`src/include/ipv4_csum_settings.svh`:
```
//////////////////////////////
// Fixed IPv4 header without options, 16-bit words
// Wishbone data is 32 bits wide, only the low 16 bits are stored
//////////////////////////////

`ifndef IPV4_CSUM_SETTINGS_SVH
`define IPV4_CSUM_SETTINGS_SVH

// Twenty byte header as 16-bit words
`define IPV4_HDR_WORDS 10

// Word that carries the header checksum
`define IPV4_CSUM_WORD 5

// Wishbone word address and data widths
`define WB_ADDR_W 4
`define WB_DATA_W 32

`endif
```
`src/hw/ipv4_csum_pkg.sv`:
```
//////////////////////////////
// Header types and encodings shared by the rewriter blocks
//////////////////////////////

`default_nettype none

`include "ipv4_csum_settings.svh"

package ipv4_csum_pkg;

    // One 16-bit header word and the whole header as a packed array
    typedef logic [15:0] hdr_word_t;
    typedef hdr_word_t [`IPV4_HDR_WORDS-1:0] hdr_words_t;

    // Wishbone word addresses of the register file
    typedef enum logic [`WB_ADDR_W-1:0] {
        HDR0          = 4'd0,
        HDR1          = 4'd1,
        HDR2          = 4'd2,
        HDR3          = 4'd3,
        HDR4          = 4'd4,
        HDR5          = 4'd5,
        HDR6          = 4'd6,
        HDR7          = 4'd7,
        HDR8          = 4'd8,
        HDR9          = 4'd9,
        REG_CTRL      = 4'd10,
        REG_NEW_FIELD = 4'd11,
        REG_STATUS    = 4'd12,
        REG_RESULT    = 4'd13
    } reg_addr_e;

    // Header summer FSM states
    typedef enum logic [1:0] {
        SUM_IDLE,
        SUM_RUN,
        SUM_DONE
    } sum_state_e;

    // One's-complement add of two words with a single end-around carry
    // Two operands can never carry twice, so one fold is enough
    function automatic hdr_word_t oc_add(input hdr_word_t a, input hdr_word_t b);
        logic [16:0] s;
        s = {1'b0, a} + {1'b0, b};
        return s[15:0] + {15'b0, s[16]};
    endfunction

endpackage

`default_nettype wire

```
`src/hw/csum_req_if.sv`:
```
//////////////////////////////
// One rewrite request, valid for the single cycle of req_valid
//////////////////////////////

`timescale 1ns/1ps
`default_nettype none

interface csum_req_if;

    import ipv4_csum_pkg::*;

    // Pulse that launches both checksum units
    logic       req_valid;
    // Header word being replaced and its old and new contents
    logic [3:0] field_idx;
    hdr_word_t  old_field;
    hdr_word_t  new_field;
    // Checksum word as it stood before the rewrite
    hdr_word_t  old_checksum;

    modport commit (
        output req_valid, field_idx, old_field, new_field, old_checksum
    );

    // Incremental updater works only from the old and new values
    modport update (
        input req_valid, old_field, new_field, old_checksum
    );

    // Summer reads the header itself and only needs the substitution
    modport summer (
        input req_valid, field_idx, new_field
    );

endinterface

`default_nettype wire

```
`src/hw/ipv4_csum_rewriter.sv`:
```
//////////////////////////////
// IPv4 field rewriter top, plain Wishbone classic slave ports
//////////////////////////////

`timescale 1ns/1ps
`default_nettype none

`include "ipv4_csum_settings.svh"

module ipv4_csum_rewriter (
    input  logic                  clk,
    input  logic                  rst,
    input  logic                  wb_cyc,
    input  logic                  wb_stb,
    input  logic                  wb_we,
    input  logic [`WB_ADDR_W-1:0] wb_adr,
    input  logic [`WB_DATA_W-1:0] wb_dat_w,
    output logic [`WB_DATA_W-1:0] wb_dat_r,
    output logic                  wb_ack
);

    import ipv4_csum_pkg::*;

    // One request bus shared by the commit block and both checksum units
    csum_req_if req_bus ();

    hdr_words_t hdr;
    logic       upd_valid;
    hdr_word_t  upd_checksum;
    logic       sum_done;
    logic       old_ok;
    hdr_word_t  fresh_checksum;

    // Register file, request launch and write-back
    ipv4_rewrite_commit u_commit (
        .clk            (clk),
        .rst            (rst),
        .wb_cyc         (wb_cyc),
        .wb_stb         (wb_stb),
        .wb_we          (wb_we),
        .wb_adr         (wb_adr),
        .wb_dat_w       (wb_dat_w),
        .wb_dat_r       (wb_dat_r),
        .wb_ack         (wb_ack),
        .req            (req_bus.commit),
        .hdr            (hdr),
        .upd_valid      (upd_valid),
        .upd_checksum   (upd_checksum),
        .sum_done       (sum_done),
        .old_ok         (old_ok),
        .fresh_checksum (fresh_checksum)
    );

    // Incremental path, done long before the summer
    ipv4_checksum_update u_update (
        .clk          (clk),
        .rst          (rst),
        .req          (req_bus.update),
        .upd_valid    (upd_valid),
        .upd_checksum (upd_checksum)
    );

    // Full pass that validates the old header and recomputes from scratch
    ipv4_header_sum u_sum (
        .clk            (clk),
        .rst            (rst),
        .req            (req_bus.summer),
        .hdr            (hdr),
        .sum_done       (sum_done),
        .old_ok         (old_ok),
        .fresh_checksum (fresh_checksum)
    );

endmodule

`default_nettype wire

```
`src/hw/ipv4_rewrite_commit.sv`:
```
//////////////////////////////
// Wishbone classic slave, single ack cycle, no err/rty, no byte selects
// One rewrite in flight, header writes and starts ignored while busy
//////////////////////////////

`timescale 1ns/1ps
`default_nettype none

`include "ipv4_csum_settings.svh"

module ipv4_rewrite_commit (
    input  logic                      clk,
    input  logic                      rst,
    input  logic                      wb_cyc,
    input  logic                      wb_stb,
    input  logic                      wb_we,
    input  logic [`WB_ADDR_W-1:0]     wb_adr,
    input  logic [`WB_DATA_W-1:0]     wb_dat_w,
    output logic [`WB_DATA_W-1:0]     wb_dat_r,
    output logic                      wb_ack,
    csum_req_if.commit                req,
    output ipv4_csum_pkg::hdr_words_t hdr,
    input  logic                      upd_valid,
    input  ipv4_csum_pkg::hdr_word_t  upd_checksum,
    input  logic                      sum_done,
    input  logic                      old_ok,
    input  ipv4_csum_pkg::hdr_word_t  fresh_checksum
);

    import ipv4_csum_pkg::*;

    localparam int CTRL_START_BIT = 8;

    // Register file and status
    hdr_words_t hdr_q;
    hdr_word_t  new_field_q;
    hdr_word_t  result_q;
    logic       busy;
    logic       done;
    logic       old_ok_q;
    logic       repaired;
    logic       bad_index;

    // Incremental result kept until the summer finishes
    hdr_word_t  upd_latched;
    logic       upd_seen;

    // Start seen on the ack edge, request pulse one cycle later
    logic       launch;

    logic                  access;
    logic                  wr_access;
    reg_addr_e             addr;
    logic [3:0]            ctrl_idx;
    logic                  ctrl_start;
    logic                  idx_ok;
    logic                  start_ok;
    logic                  start_bad;
    logic                  finish;
    hdr_word_t             chosen_csum;
    logic [`WB_DATA_W-1:0] rd_data;

    // A request counts only while ack is low, so each access is acked once
    assign access    = wb_cyc && wb_stb && !wb_ack;
    assign wr_access = access && wb_we;
    assign addr      = reg_addr_e'(wb_adr);

    // Start decode, index must address a header word other than the checksum
    assign ctrl_idx   = wb_dat_w[3:0];
    assign ctrl_start = wr_access && (addr == REG_CTRL) && wb_dat_w[CTRL_START_BIT] && !busy;
    assign idx_ok     = (ctrl_idx < `IPV4_HDR_WORDS) && (ctrl_idx != `IPV4_CSUM_WORD);
    assign start_ok   = ctrl_start && idx_ok;
    assign start_bad  = ctrl_start && !idx_ok;

    // Both results are in once the summer reports, the updater is always earlier
    assign finish      = busy && sum_done && upd_seen;
    // Incremental result is trusted only when the old header was valid
    assign chosen_csum = old_ok ? upd_latched : fresh_checksum;

    assign hdr = hdr_q;

    always_comb begin
        rd_data = '0;
        case (addr)
            HDR0, HDR1, HDR2, HDR3, HDR4,
            HDR5, HDR6, HDR7, HDR8, HDR9: rd_data[15:0] = hdr_q[wb_adr];
            REG_CTRL:      rd_data[3:0]  = req.field_idx;
            REG_NEW_FIELD: rd_data[15:0] = new_field_q;
            REG_STATUS:    rd_data[4:0]  = {bad_index, repaired, old_ok_q, done, busy};
            REG_RESULT:    rd_data[15:0] = result_q;
            default:       rd_data       = '0;
        endcase
    end

    always_ff @(posedge clk) begin
        if (rst) begin
            wb_ack        <= 1'b0;
            hdr_q         <= '0;
            new_field_q   <= '0;
            result_q      <= '0;
            busy          <= 1'b0;
            done          <= 1'b0;
            old_ok_q      <= 1'b0;
            repaired      <= 1'b0;
            bad_index     <= 1'b0;
            upd_seen      <= 1'b0;
            launch        <= 1'b0;
            req.req_valid <= 1'b0;
            req.field_idx <= '0;
        end else begin
            wb_ack        <= access;
            launch        <= start_ok;
            req.req_valid <= launch;

            // Plain register writes, header locked during a rewrite
            if (wr_access) begin
                case (addr)
                    HDR0, HDR1, HDR2, HDR3, HDR4,
                    HDR5, HDR6, HDR7, HDR8, HDR9: begin
                        if (!busy) begin
                            hdr_q[wb_adr] <= wb_dat_w[15:0];
                        end
                    end
                    REG_NEW_FIELD: new_field_q <= wb_dat_w[15:0];
                    default: ;
                endcase
            end

            if (start_ok) begin
                busy          <= 1'b1;
                done          <= 1'b0;
                old_ok_q      <= 1'b0;
                repaired      <= 1'b0;
                bad_index     <= 1'b0;
                upd_seen      <= 1'b0;
                req.field_idx <= ctrl_idx;
            end

            // Rejected start finishes at once and touches no header word
            if (start_bad) begin
                done      <= 1'b1;
                old_ok_q  <= 1'b0;
                repaired  <= 1'b0;
                bad_index <= 1'b1;
            end

            if (upd_valid) begin
                upd_seen <= 1'b1;
            end

            // Write-back of the new field and the chosen checksum
            if (finish) begin
                hdr_q[req.field_idx]   <= req.new_field;
                hdr_q[`IPV4_CSUM_WORD] <= chosen_csum;
                result_q               <= chosen_csum;
                old_ok_q               <= old_ok;
                repaired               <= !old_ok;
                busy                   <= 1'b0;
                done                   <= 1'b1;
                upd_seen               <= 1'b0;
            end
        end
    end

    // Request payload, loaded from the stored header when the start is acked
    always_ff @(posedge clk) begin
        if (start_ok) begin
            req.new_field    <= new_field_q;
            req.old_field    <= hdr_q[ctrl_idx];
            req.old_checksum <= hdr_q[`IPV4_CSUM_WORD];
        end
        if (upd_valid) begin
            upd_latched <= upd_checksum;
        end
        // Read data is captured with the ack and is valid while ack is high
        if (access) begin
            wb_dat_r <= rd_data;
        end
    end

endmodule

`default_nettype wire

```
`src/hw/ipv4_header_sum.sv`:
```
//////////////////////////////
// One word per cycle, sum_done IPV4_HDR_WORDS+1 cycles after req_valid
// Header must stay stable while the pass runs
//////////////////////////////

`timescale 1ns/1ps
`default_nettype none

`include "ipv4_csum_settings.svh"

module ipv4_header_sum (
    input  logic                     clk,
    input  logic                     rst,
    csum_req_if.summer               req,
    input  ipv4_csum_pkg::hdr_words_t hdr,
    output logic                     sum_done,
    output logic                     old_ok,
    output ipv4_csum_pkg::hdr_word_t  fresh_checksum
);

    import ipv4_csum_pkg::*;

    localparam int CNT_W = $clog2(`IPV4_HDR_WORDS);

    sum_state_e state;
    logic [CNT_W-1:0] cnt;

    // Request fields are held for the whole pass
    logic [3:0] idx_q;
    hdr_word_t  new_q;

    // Old header sum and rewritten header sum
    hdr_word_t acc_old;
    hdr_word_t acc_new;

    hdr_word_t word_old;
    hdr_word_t word_new;
    hdr_word_t acc_old_nxt;
    hdr_word_t acc_new_nxt;

    // Word as stored, and the same word as it will be after the rewrite
    // The checksum word counts as zero in the fresh sum
    always_comb begin
        word_old = hdr[cnt];
        if (cnt == idx_q) begin
            word_new = new_q;
        end else if (cnt == `IPV4_CSUM_WORD) begin
            word_new = '0;
        end else begin
            word_new = word_old;
        end
        acc_old_nxt = oc_add(acc_old, word_old);
        acc_new_nxt = oc_add(acc_new, word_new);
    end

    assign sum_done = (state == SUM_DONE);

    always_ff @(posedge clk) begin
        if (rst) begin
            state <= SUM_IDLE;
            cnt   <= '0;
        end else if (req.req_valid) begin
            // A request always restarts the pass from word zero
            state <= SUM_RUN;
            cnt   <= '0;
        end else begin
            case (state)
                SUM_RUN: begin
                    cnt <= cnt + 1'b1;
                    if (cnt == CNT_W'(`IPV4_HDR_WORDS - 1)) begin
                        state <= SUM_DONE;
                    end
                end
                SUM_DONE: state <= SUM_IDLE;
                default:  state <= SUM_IDLE;
            endcase
        end
    end

    // Accumulators and results, results held until the next request
    always_ff @(posedge clk) begin
        if (req.req_valid) begin
            idx_q   <= req.field_idx;
            new_q   <= req.new_field;
            acc_old <= '0;
            acc_new <= '0;
        end else if (state == SUM_RUN) begin
            acc_old <= acc_old_nxt;
            acc_new <= acc_new_nxt;
            if (cnt == CNT_W'(`IPV4_HDR_WORDS - 1)) begin
                // A valid header sums to all ones including its checksum
                old_ok         <= (acc_old_nxt == 16'hffff);
                fresh_checksum <= ~acc_new_nxt;
            end
        end
    end

endmodule

`default_nettype wire

```
`src/hw/ipv4_checksum_update.sv`:
```
//////////////////////////////
// RFC 1624 eqn 3 updater, result two cycles after req_valid
//////////////////////////////

`timescale 1ns/1ps
`default_nettype none

module ipv4_checksum_update (
    input  logic                    clk,
    input  logic                    rst,
    csum_req_if.update              req,
    output logic                    upd_valid,
    output ipv4_csum_pkg::hdr_word_t upd_checksum
);

    import ipv4_csum_pkg::*;

    // Stage one holds ~HC + ~m and carries m' along
    logic      s1_valid;
    hdr_word_t s1_sum;
    hdr_word_t s1_new;

    // Valid bits travel with the data through both stages
    always_ff @(posedge clk) begin
        if (rst) begin
            s1_valid  <= 1'b0;
            upd_valid <= 1'b0;
        end else begin
            s1_valid  <= req.req_valid;
            upd_valid <= s1_valid;
        end
    end

    // Stage one, sum of the inverted old checksum and the inverted old field
    // A new request may enter here on every cycle
    always_ff @(posedge clk) begin
        if (req.req_valid) begin
            s1_sum <= oc_add(~req.old_checksum, ~req.old_field);
            s1_new <= req.new_field;
        end
    end

    // Stage two adds the new field and inverts
    // HC' = ~(~HC + ~m + m') has no minus-zero problem, unlike HC - ~m - m'
    always_ff @(posedge clk) begin
        if (s1_valid) begin
            upd_checksum <= ~oc_add(s1_sum, s1_new);
        end
    end

endmodule

`default_nettype wire

```
`config.mk`:
```
export PLATFORM = sky130hd
export DESIGN_NAME = ipv4_csum_rewriter
export DESIGN_NICKNAME = d
export VERILOG_FILES = /design/src/hw/ipv4_csum_pkg.sv /design/src/hw/csum_req_if.sv /design/src/hw/ipv4_csum_rewriter.sv /design/src/hw/ipv4_rewrite_commit.sv /design/src/hw/ipv4_header_sum.sv /design/src/hw/ipv4_checksum_update.sv
export VERILOG_INCLUDE_DIRS = /design/src /design/src/include
export SDC_FILE = /design/constraint.sdc
export NUM_CORES = 1
export LEC_CHECK = 0
export ABC_AREA = 1
export BUFFER_PORTS_ARGS = -buffer_cell sky130_fd_sc_hd__buf_2
export CAP_MARGIN = 40
export CORE_ASPECT_RATIO = 1.4
export CORE_MARGIN = 4
export CORE_UTILIZATION = 45
export DETAILED_ROUTE_END_ITERATION = 7
export GPL_TIMING_DRIVEN = 0
export PLACE_DENSITY = 0.59
export SYNTH_ARGS = -nofsm -noshare
export SYNTH_HDL_FRONTEND = slang
export SYNTH_SLANG_ARGS = --single-unit
```
`constraint.sdc`:
```
create_clock -name clk -period 6.3 [get_ports clk]
set_input_delay 0.945 -clock clk [delete_from_list [all_inputs] [get_ports clk]]
set_output_delay 0.945 -clock clk [all_outputs]
set_load 0.01 [all_outputs]
```
* Yosys cells after proc, flatten, opt, wreduce, memory -nomap -nowiden
Index checks and enable logic that the tools add are counted.
** Storage, ports and cells
- Register bits :: 394
- Logic and storage cells :: 143
- Input bits :: 41
- Output and inout bits :: 33
** Operators by class
- Multiplexer cells :: 33
- Reductions and logical operators :: 27
- Order comparisons :: 7
- Bitwise gates (word level) :: 6
- Add/subtract/negate cells :: 9
- Eq/ne operators :: 21
** Operators with widths (count)
- $mux 160 :: 5
- $bwmux 160 :: 2
- $bmux 16 s4 :: 3
- $demux 16 s4 :: 2
- $mux 16 :: 8
- $add 16x16->17 :: 4
- $add 16x1->16 :: 4
- $not 16->16 :: 4
- $pmux 11 s3 :: 1
- $eq 4x4->1 const B :: 7
- $eq 4x3->1 const B :: 5
- $lt 4x5->1 const B :: 4
- $pmux 4 s5 :: 1
- $eq 16x16->1 const B :: 1
- $logic_and 1x1->1 :: 13
- $mux 1 :: 10
- $reduce_or 10->1 :: 1
- $eq 4x2->1 const B :: 2
- $ge 4x1->1 const B :: 2
- $add 4x1->4 const B :: 1
- $eq 4x1->1 const B :: 1
- $eq 4x4->1 :: 1
- $logic_not 1->1 :: 4
- $logic_not 4->1 :: 1
- other kinds (13) :: 16

* Logic depth before layout (Yosys ltp)
Gate-level depths: netlist of run 1.
- Depth after elaboration :: 11
- Mapped depth :: 35
- Gate-level depth less buffers :: 34

* Hierarchy
A second synthesis of run 1 with hierarchy kept.
** Second synthesis, totals
- Cells, all modules :: 4188
- Area total of the unflattened synthesis :: 27629.0 µm²
** By module, submodules not included
- ipv4_rewrite_commit :: area an instance 16547.1 µm², cells each 2530, instances 1
- ipv4_header_sum :: area an instance 6606.3 µm², cells each 1019, instances 1
- ipv4_checksum_update :: area an instance 4475.5 µm², cells each 639, instances 1

* Least setup slack after synthesis of run 1
Ideal clock, no wire load.
- Path type :: input-to-reg
- From :: input wb_stb
- To :: register u_commit.req.field_idx[3]
- Path slack :: 1.827 ns
- Arrival :: 4.341 ns
- Library setup time :: 0.132 ns
- Stages :: 11
- Required time :: 6.168 ns
- Buffers on the path :: 0
- Path through :: inv_1 nor3_1 nand2_1 nor2_1 nand3_1 inv_1 nand2_1 inv_1 nor2_1 inv_1 o32ai_1
** On the way
- Word-level cells in the longest chain between the ends :: 7
** RTL lines
- from (decl) :: RTL line ipv4_csum_rewriter.sv:14 : input logic wb_stb,
- $logic_and 1x1->1 (2 in a row) :: RTL line ipv4_rewrite_commit.sv:64 : assign access = wb_cyc && wb_stb && !wb_ack;
- named net u_commit.access :: RTL line ipv4_rewrite_commit.sv:51 : logic access;
- $logic_and 1x1->1 :: RTL line ipv4_rewrite_commit.sv:65 : assign wr_access = access && wb_we;
- $logic_and 1x1->1 (3 in a row) :: RTL line ipv4_rewrite_commit.sv:70 : assign ctrl_start = wr_access && (addr == REG_CTRL) && wb_dat_w[CTRL_START_BIT] && !busy;
- $logic_and 1x1->1 :: RTL line ipv4_rewrite_commit.sv:72 : assign start_ok = ctrl_start && idx_ok;
- named net u_commit.start_ok :: RTL line ipv4_rewrite_commit.sv:57 : logic start_ok;
- to (signal assigned) :: RTL line ipv4_rewrite_commit.sv:136 : req.field_idx <= ctrl_idx;
- to (decl) :: RTL line csum_req_if.sv:22 : output req_valid, field_idx, old_field, new_field, old_checksum
The timed path passes the listed nets, and every way through them passes these cells.
A chain may end at the register's enable or synchronous reset.

* Worst setup path after layout of run 1
- From :: register u_sum.cnt[1]
- To :: register u_sum.old_ok (data pin)
** On the way
- Word-level cells in the longest chain between the ends :: 5
** RTL lines
- from (decl) :: RTL line ipv4_header_sum.sv:26 : logic [CNT_W-1:0] cnt;
- from (signal assigned) :: RTL line ipv4_header_sum.sv:69 : cnt <= cnt + 1'b1;
- $bmux 16 s4 :: RTL line ipv4_header_sum.sv:44 : word_old = hdr[cnt];
- $mux 16 (not written as such) :: RTL line ipv4_header_sum.sv:44
- $add 16x16->17 :: RTL line ipv4_csum_pkg.sv:44 : s = {1'b0, a} + {1'b0, b};
- $add 16x1->16 :: RTL line ipv4_csum_pkg.sv:45 : return s[15:0] + {15'b0, s[16]};
- $eq 16x16->1 :: RTL line ipv4_header_sum.sv:92 : old_ok <= (acc_old_nxt == 16'hffff);
- to (signal assigned) :: RTL line ipv4_header_sum.sv:92
- to (decl) :: RTL line ipv4_header_sum.sv:17 : output logic old_ok,
Every way passes these cells. The select of a mux whose other input is x is not followed.

==> flow_summary_export.csv, run 1 <==
group,metric,value,unit
floorplanning,die_h,283,um
logic_synthesis,seq_area_frac_synth,38.7,%
pwr,vdd_drop_max,0.230,mV
worst_setup_path,crit_buf_inv,5,
run,drv_cap,0,
route,wl_per_cell,31.1,um
floorplanning,die_w,204,um
logic_synthesis,ys_warn_count,0,
hold_path,hold_path_class,"reg2reg",
pwr,power.total,6.33,mW
worst_setup_path,worstPathArrival,6450,ps
worst_setup_path,worstPathMaxFanout,10,
clocking,clk_latency,600,ps
logic_synthesis,syn_area,24200,um2
worst_setup_path,worst_path_max_delay_cell,"dfxtp_1",
route,vias_per_cell,6.32,
logic_synthesis,synth_seq_cells,394,
logic_synthesis,avgSynthCellArea,7.48,um2
global_routing,overflow,0,
floorplanning,rows,100,
placement,io_buffers,40,
route,drt_pre_antenna_iters,6,
logic_synthesis,synth_top_area_share,20.2,%
worst_setup_path,worstPathRequired,6680,ps
sta,post-route-min-period,6070,ps
clocking,cts_tree,"done",
cells_and_area,drive_gt1_share,8.15,%
worst_setup_path,worstSetupStartpoint,"u_sum.cnt[1]",
sta,clock_skew,29.1,ps
logic_synthesis,synth-edff-count,149,
outcome,status,"finished, final reports clean",
sta,setup_viol,0,
clocking,clock_sinks,394,
worst_setup_path,crit_family,"simple AND/OR/NAND/NOR gates",
placement,place_congestion,1.15,
placement,dp_hpwl,101000,um
route,ant_nets,0,
cells_and_area,area_growth,13.4,%
worst_setup_path,r2r_start,"u_sum.cnt[1]",
route,drtIter0Drc,3473,
logic_synthesis,synth_common_cells,"o21ai_0, nand2_1, inv_1",
clocking,cts_max_level,2,
sta,hold_viol,0,
sta,worstMarginPinSlew,1100,ps
pwr,cellLeakagePower,11.9,nW
global_routing,grt_pass1_wl,178000,um
floorplanning,pin_count,74,
global_routing,grt_max_degree,38,
global_routing,grt_pass1_vias,24700,
hold_path,min_from,"u_commit.launch",
clocking,clockBufferDepth,3,
logic_synthesis,synthTopCellsByArea,"dfxtp_1, edfxtp_1, o21ai_0",
route,post-route-drc-count,0,
route,wl,129000,um
logic_synthesis,synth_top_area_cell,"dfxtp_1",
logic_synthesis,synthArstFlopShare,0,%
clocking,cts_inserted_buffers,41,
worst_setup_path,path_class,"reg2reg",
route,dr_total_vias,26100,
clocking,root_buffer,"clkbuf_16",
logic_synthesis,synth_cell_type_count,65,
cells_and_area,largest_register_ffs,144,
floorplanning,dieArea,57700,um2
sta,rsz0062_at_grt,"no",
logic_synthesis,yosysMostFrequentCell,"o21ai_0",
cells_and_area,fin_cells,4133,
pwr,p_per_area,230,nW/um2
global_routing,antenna_found_initial,9,
placement,place_inst,4040,
sta,drv_slew,0,
sta,maxSlewHeadroom,25.9,%
logic_synthesis,ys.flop_type,"dfxtp_1",
floorplanning,start_util,45.5,%
global_routing,grt_use_total,43.3,%
sta,fmax,165,MHz
worst_setup_path,max_stage_delay,500,ps
cells_and_area,nFillCells,5217,
floorplanning,fp.coreArea,53300,um2
sta,period_share,96.3,%
worst_setup_path,cp-end-kind,"flop",
clocking,path_clk_slew,70,ps
cells_and_area,final_net_count,3495,
worst_setup_path,worstSetupStartpointType,"flop",
logic_synthesis,synthCells,3242,
-- cell type report --
cell class,count,area (um2),area share (%)
flip-flops and latches,394,9380,34.1
well taps,714,893,3.25
clock inverters,30,472,1.72
diodes,10,25.0,0.0910
plain buffers,195,815,2.96
repair buffers,76,666,2.42
multi-input cells,2239,12500,45.5
clock buffers,46,1110,4.03
inverters,429,1610,5.87
-- cells in the final DEF, fill, tap and decap left out, types with 15 or more instances in the layout --
master     count
o21ai_0      535
nand2_1      493
inv_1        412
a21oi_1      294
dfxtp_1      244
nor2_1       185
clkbuf_1     156
edfxtp_1     149
nand3_1      109
o21bai_1      90
ha_1          74
buf_2         53
o211ai_1      49
xor2_1        48
clkbuf_16     43
o22ai_1       38
o221ai_1      33
nand4_1       25
a22oi_1       24
xnor2_1       22
buf_4         21
a32o_1        19
nand2_2       18
a211oi_1      17
conb_1        16
nor3_1        15
buf_8         15
-- worst register-to-register path, delay by kind of cell (launching register included) --
kind            cells  cell delay [ps]
simple gates       18             2290
fa+ha+maj           4             1110
buf+inv             5             1070
compound gates      4              710
flops               1              500
xor+xnor            1              200
-- final timing paths --
kind,to,slack (ps),cells after the start
worst max-delay path,u_sum.old_ok,230,32
worst min-delay path,u_commit.req.req_valid,420,2
worst max register to register,u_sum.old_ok,230,32
worst min register to register,u_commit.req.req_valid,420,2
-- power breakdown --
group	internal [mW]	leakage, nW	switching (mW)
registers	2.69	3.35	0.0345
logic	0.219	7.75	0.555
clock network	1.67	0.766	1.17
-- stage by stage --
step	setup TNS, ps	utilization, %	hold slack, ps	worst slack [ps]	instance area (um2)
floorplan	0	-	388	1830	24300
finish	0	51.6	418	233	27500
global placement	-199	47.6	404	-199	25400
CTS	0	51.4	417	27.4	27400
detailed placement	-180	48.4	405	-180	25800
global route	0	51.5	432	12.8	27500
-- cell families (layout without fill, tap and decap cells) --
family	Yosys count	count (layout)	share of synthesized area, %
xor+xnor	81	81	3.27
compound gates	1162	1162	27.8
other cells	1	26	0.0155
fa+ha+maj	78	78	4.15
simple gates	902	902	16.1
flops	394	394	38.7
buf+inv	624	776	9.97
-- layer usage --
layer,vias up,wire [um],track usage (%)
met5,-,34,0
met4,4,16300,42.5
met3,637,12400,10.7
met2,1774,57600,69.1
met1,12300,42200,46.1
li1,11400,-,-
-- what timing repair did --
item	in CTS	in global routing
hold buffers	0	0
hold endpoints to repair	0	0
setup buffers	0	2
resized for setup	2	17
endpoints found under the setup margin	1	16
cloned	0	0
No activity file was read; power rests on OpenSTA's default activity.
==> inputs of run 2 (changes only) <==
ABC_AREA = unset   (was 1)
==> run 2 against run 1 <==
Sequential cell count unchanged. Routed wire length fell by 38%. Synthesized cell count decreased by 29%. Final cell count down 24%. Hold slack better by 0.85 ps. Sequential share of layout area is 1.6 points higher.
==> flow_summary_export.csv, run 2 <==
group,metric,value,unit
outcome,status,"finished, final reports clean",
global_routing,grt_pass1_vias,19300,
hold_path,hold_path_class,"reg2reg",
logic_synthesis,yosysMostFrequentCell,"nor2_1",
clocking,clk_latency,570,ps
cells_and_area,area_growth,12.8,%
global_routing,antenna_found_initial,0,
logic_synthesis,seq_area_frac_synth,40.3,%
pwr,p_per_area,216,nW/um2
sta,setup_viol,0,
route,ant_nets,0,
cells_and_area,diodes,0,
sta,post-route-min-period,6110,ps
worst_setup_path,worstPathRequired,6650,ps
logic_synthesis,synth_cell_type_count,86,
route,wl,79500,um
clocking,clockBufferDepth,3,
sta,drv_slew,0,
floorplanning,pin_count,74,
cells_and_area,layout_commonest_cell,"nor2_1",
worst_setup_path,worstSetupStartpointType,"flop",
logic_synthesis,synth_top_area_cell,"dfxtp_1",
sta,worstMarginPinSlew,970,ps
cells_and_area,fin_cells,3128,
hold_path,min_path_cells,0,
route,dr_total_vias,19200,
placement,place_congestion,0.981,
clocking,path_clk_slew,60,ps
sta,whs,418,ps
logic_synthesis,avgSynthCellArea,10.0,um2
floorplanning,die_h,277,um
placement,place_inst,3046,
cells_and_area,final_cell_mix,"nor2_1, dfxtp_1, mux2i_1",
cells_and_area,utilization,51.4,%
cells_and_area,drive_gt1_share,13.1,%
logic_synthesis,synthTopCellsByArea,"dfxtp_1, edfxtp_1, mux2i_1",
worst_setup_path,cp-end-kind,"flop",
logic_synthesis,yosys-mux-area-fraction,18.9,%
clocking,root_buffer,"clkbuf_16",
clocking,clock_sinks,394,
cells_and_area,nFillCells,4611,
logic_synthesis,synthArstFlopShare,0,%
worst_setup_path,worstPathMaxFanout,10,
pwr,vdd_drop_max,0.180,mV
logic_synthesis,synth_simple_gate_area_share,12.9,%
logic_synthesis,ys.flop_type,"dfxtp_1",
sta,hold_viol,0,
cells_and_area,final_net_count,2564,
logic_synthesis,ys_warn_count,0,
sta,clock_skew,34.2,ps
global_routing,grt_use_total,27.4,%
placement,dp_hpwl,64400,um
route,vias_per_cell,6.13,
logic_synthesis,synth_seq_cells,394,
clocking,cts_max_level,2,
floorplanning,fp.coreArea,51100,um2
sta,fmax,164,MHz
route,drtIter0Drc,1505,
route,post-route-drc-count,0,
cells_and_area,multi_input_area,13100,um2
worst_setup_path,path_class,"reg2reg",
cells_and_area,largest_register_ffs,144,
clocking,cts_inserted_buffers,42,
logic_synthesis,synth_top_area_share,21.1,%
logic_synthesis,synth-edff-count,149,
route,wl_per_cell,25.4,um
run,drv_cap,0,
global_routing,overflow,0,
logic_synthesis,synth_top_family_by_area,"multiplexers",
logic_synthesis,synth_common_cells,"nor2_1, dfxtp_1, mux2i_1",
worst_setup_path,r2r_cells,26,
logic_synthesis,synth-compound-area-share,15.0,%
route,drt_pre_antenna_iters,8,
global_routing,grt_pass1_wl,116000,um
floorplanning,dieArea,55500,um2
placement,io_buffers,38,
logic_synthesis,synthXorXnorAreaFrac,4.08,%
floorplanning,die_w,200,um
global_routing,grt_max_degree,44,
floorplanning,rows,98,
sta,fin_setup_tns,0,ps
sta,maxSlewHeadroom,35.3,%
logic_synthesis,synthAdderAreaFrac,4.32,%
pwr,cellLeakagePower,10.3,nW
sta,period_share,97.0,%
floorplanning,start_util,45.6,%
logic_synthesis,synthCells,2318,
logic_synthesis,syn_area,23300,um2
worst_setup_path,worstPathArrival,6460,ps
clocking,cts_tree,"done",
cells_and_area,ff_latch_area,9390,um2
## run 2: changes by cell type in the layout (fill, tap and decap cells not counted), moves of 79 or more
cell,delta
o21ai_0,-498
inv_1,-351
nand2_1,-293
mux2i_1,+222
a21oi_1,-216
a211oi_1,+117
nor2_1,+100
mux4_2,+96
o21bai_1,-81
nand3_1,-79
## run 2: final cells by class
cell class / instances / area share (%)
well taps: 650 / 3.09
repair buffers: 71 / 2.06
multi-input cells: 1677 / 49.7
flip-flops and latches: 394 / 35.7
clock inverters: 22 / 0.719
inverters: 63 / 0.900
plain buffers: 196 / 3.38
clock buffers: 55 / 4.42
## run 2: cells by family (layout without fill, tap and decap cells)
logic type,after synthesis,after routing
XOR/XNOR,107,107
AO/OA/AOI/OAI,482,482
other,1,16
AND/OR/NAND/NOR,673,673
buffers and inverters,262,407
flip-flops,394,394
adder cells (fa/ha/maj),78,78
multiplexers,321,321
## run 2: timing repair
action / in CTS / in global routing
resized for setup: 38 / 27
buffers inserted: 4 / 4
setup endpoints to repair: 42 / 12
hold buffers: 0 / 0
pin swaps: 2 / 2
endpoints found under the hold margin: 0 / 0
cloned: 0 / 0
## run 2: per-stage QoR
step                      power [mW]  setup slack [ps]  cell area [um2]
after global placement          3.20             -1740            24400
after floorplan                 3.08               381            23400
after CTS                       5.68              25.7            26200
after global routing            5.83             -1.43            26300
final                           5.66               186            26300
after detailed placement        3.22             -1530            24700
## run 2: report_power, final
group | total (mW) | switching [mW] | leakage [nW] | internal [mW]
clock network | 2.49 | 1.09 | 0.666 | 1.40
logic | 0.482 | 0.307 | 6.24 | 0.175
registers | 2.69 | 0.0246 | 3.42 | 2.67
total | 5.66 | 1.43 | 10.3 | 4.24
## run 2: worst paths after layout
check	startpoint	end	slack, ps
max	u_sum.cnt[0]	u_sum.old_ok	190
min	u_update.upd_checksum[6]	u_commit.upd_latched[6]	420
max reg2reg	u_sum.cnt[0]	u_sum.old_ok	190
min reg2reg	u_update.upd_checksum[6]	u_commit.upd_latched[6]	420
## run 2: worst max-delay path, cell delays in order (launching register included)
cell	delay, ps
dfxtp_2	350
buf_6	170
buf_6	210
clkbuf_8	230
clkbuf_4	330
mux2i_1	120
o22ai_1	460
ha_2	450
nand2b_2	130
a211oi_4	80
or3_1	400
a41o_1	280
o41a_1	490
and2_1	180
o21ai_1	150
nand2b_1	90
ha_1	190
nor2b_2	170
o2111ai_1	90
a21o_1	160
nor4b_2	60
and4_1	200
buf_4	140
xor2_1	160
and4_1	220
nand3_1	130
a2111oi_4	230
## run 2: layer usage
metal / GRT usage (%) / vias up / share of wire [%]
met2: 50.2 / 799 / 51
met1: 28.5 / 9201 / 35
li1: - / 8844 / -
met5: 0 / - / 0
met4: 20.7 / 0 / 9.1
met3: 3.05 / 319 / 4.9
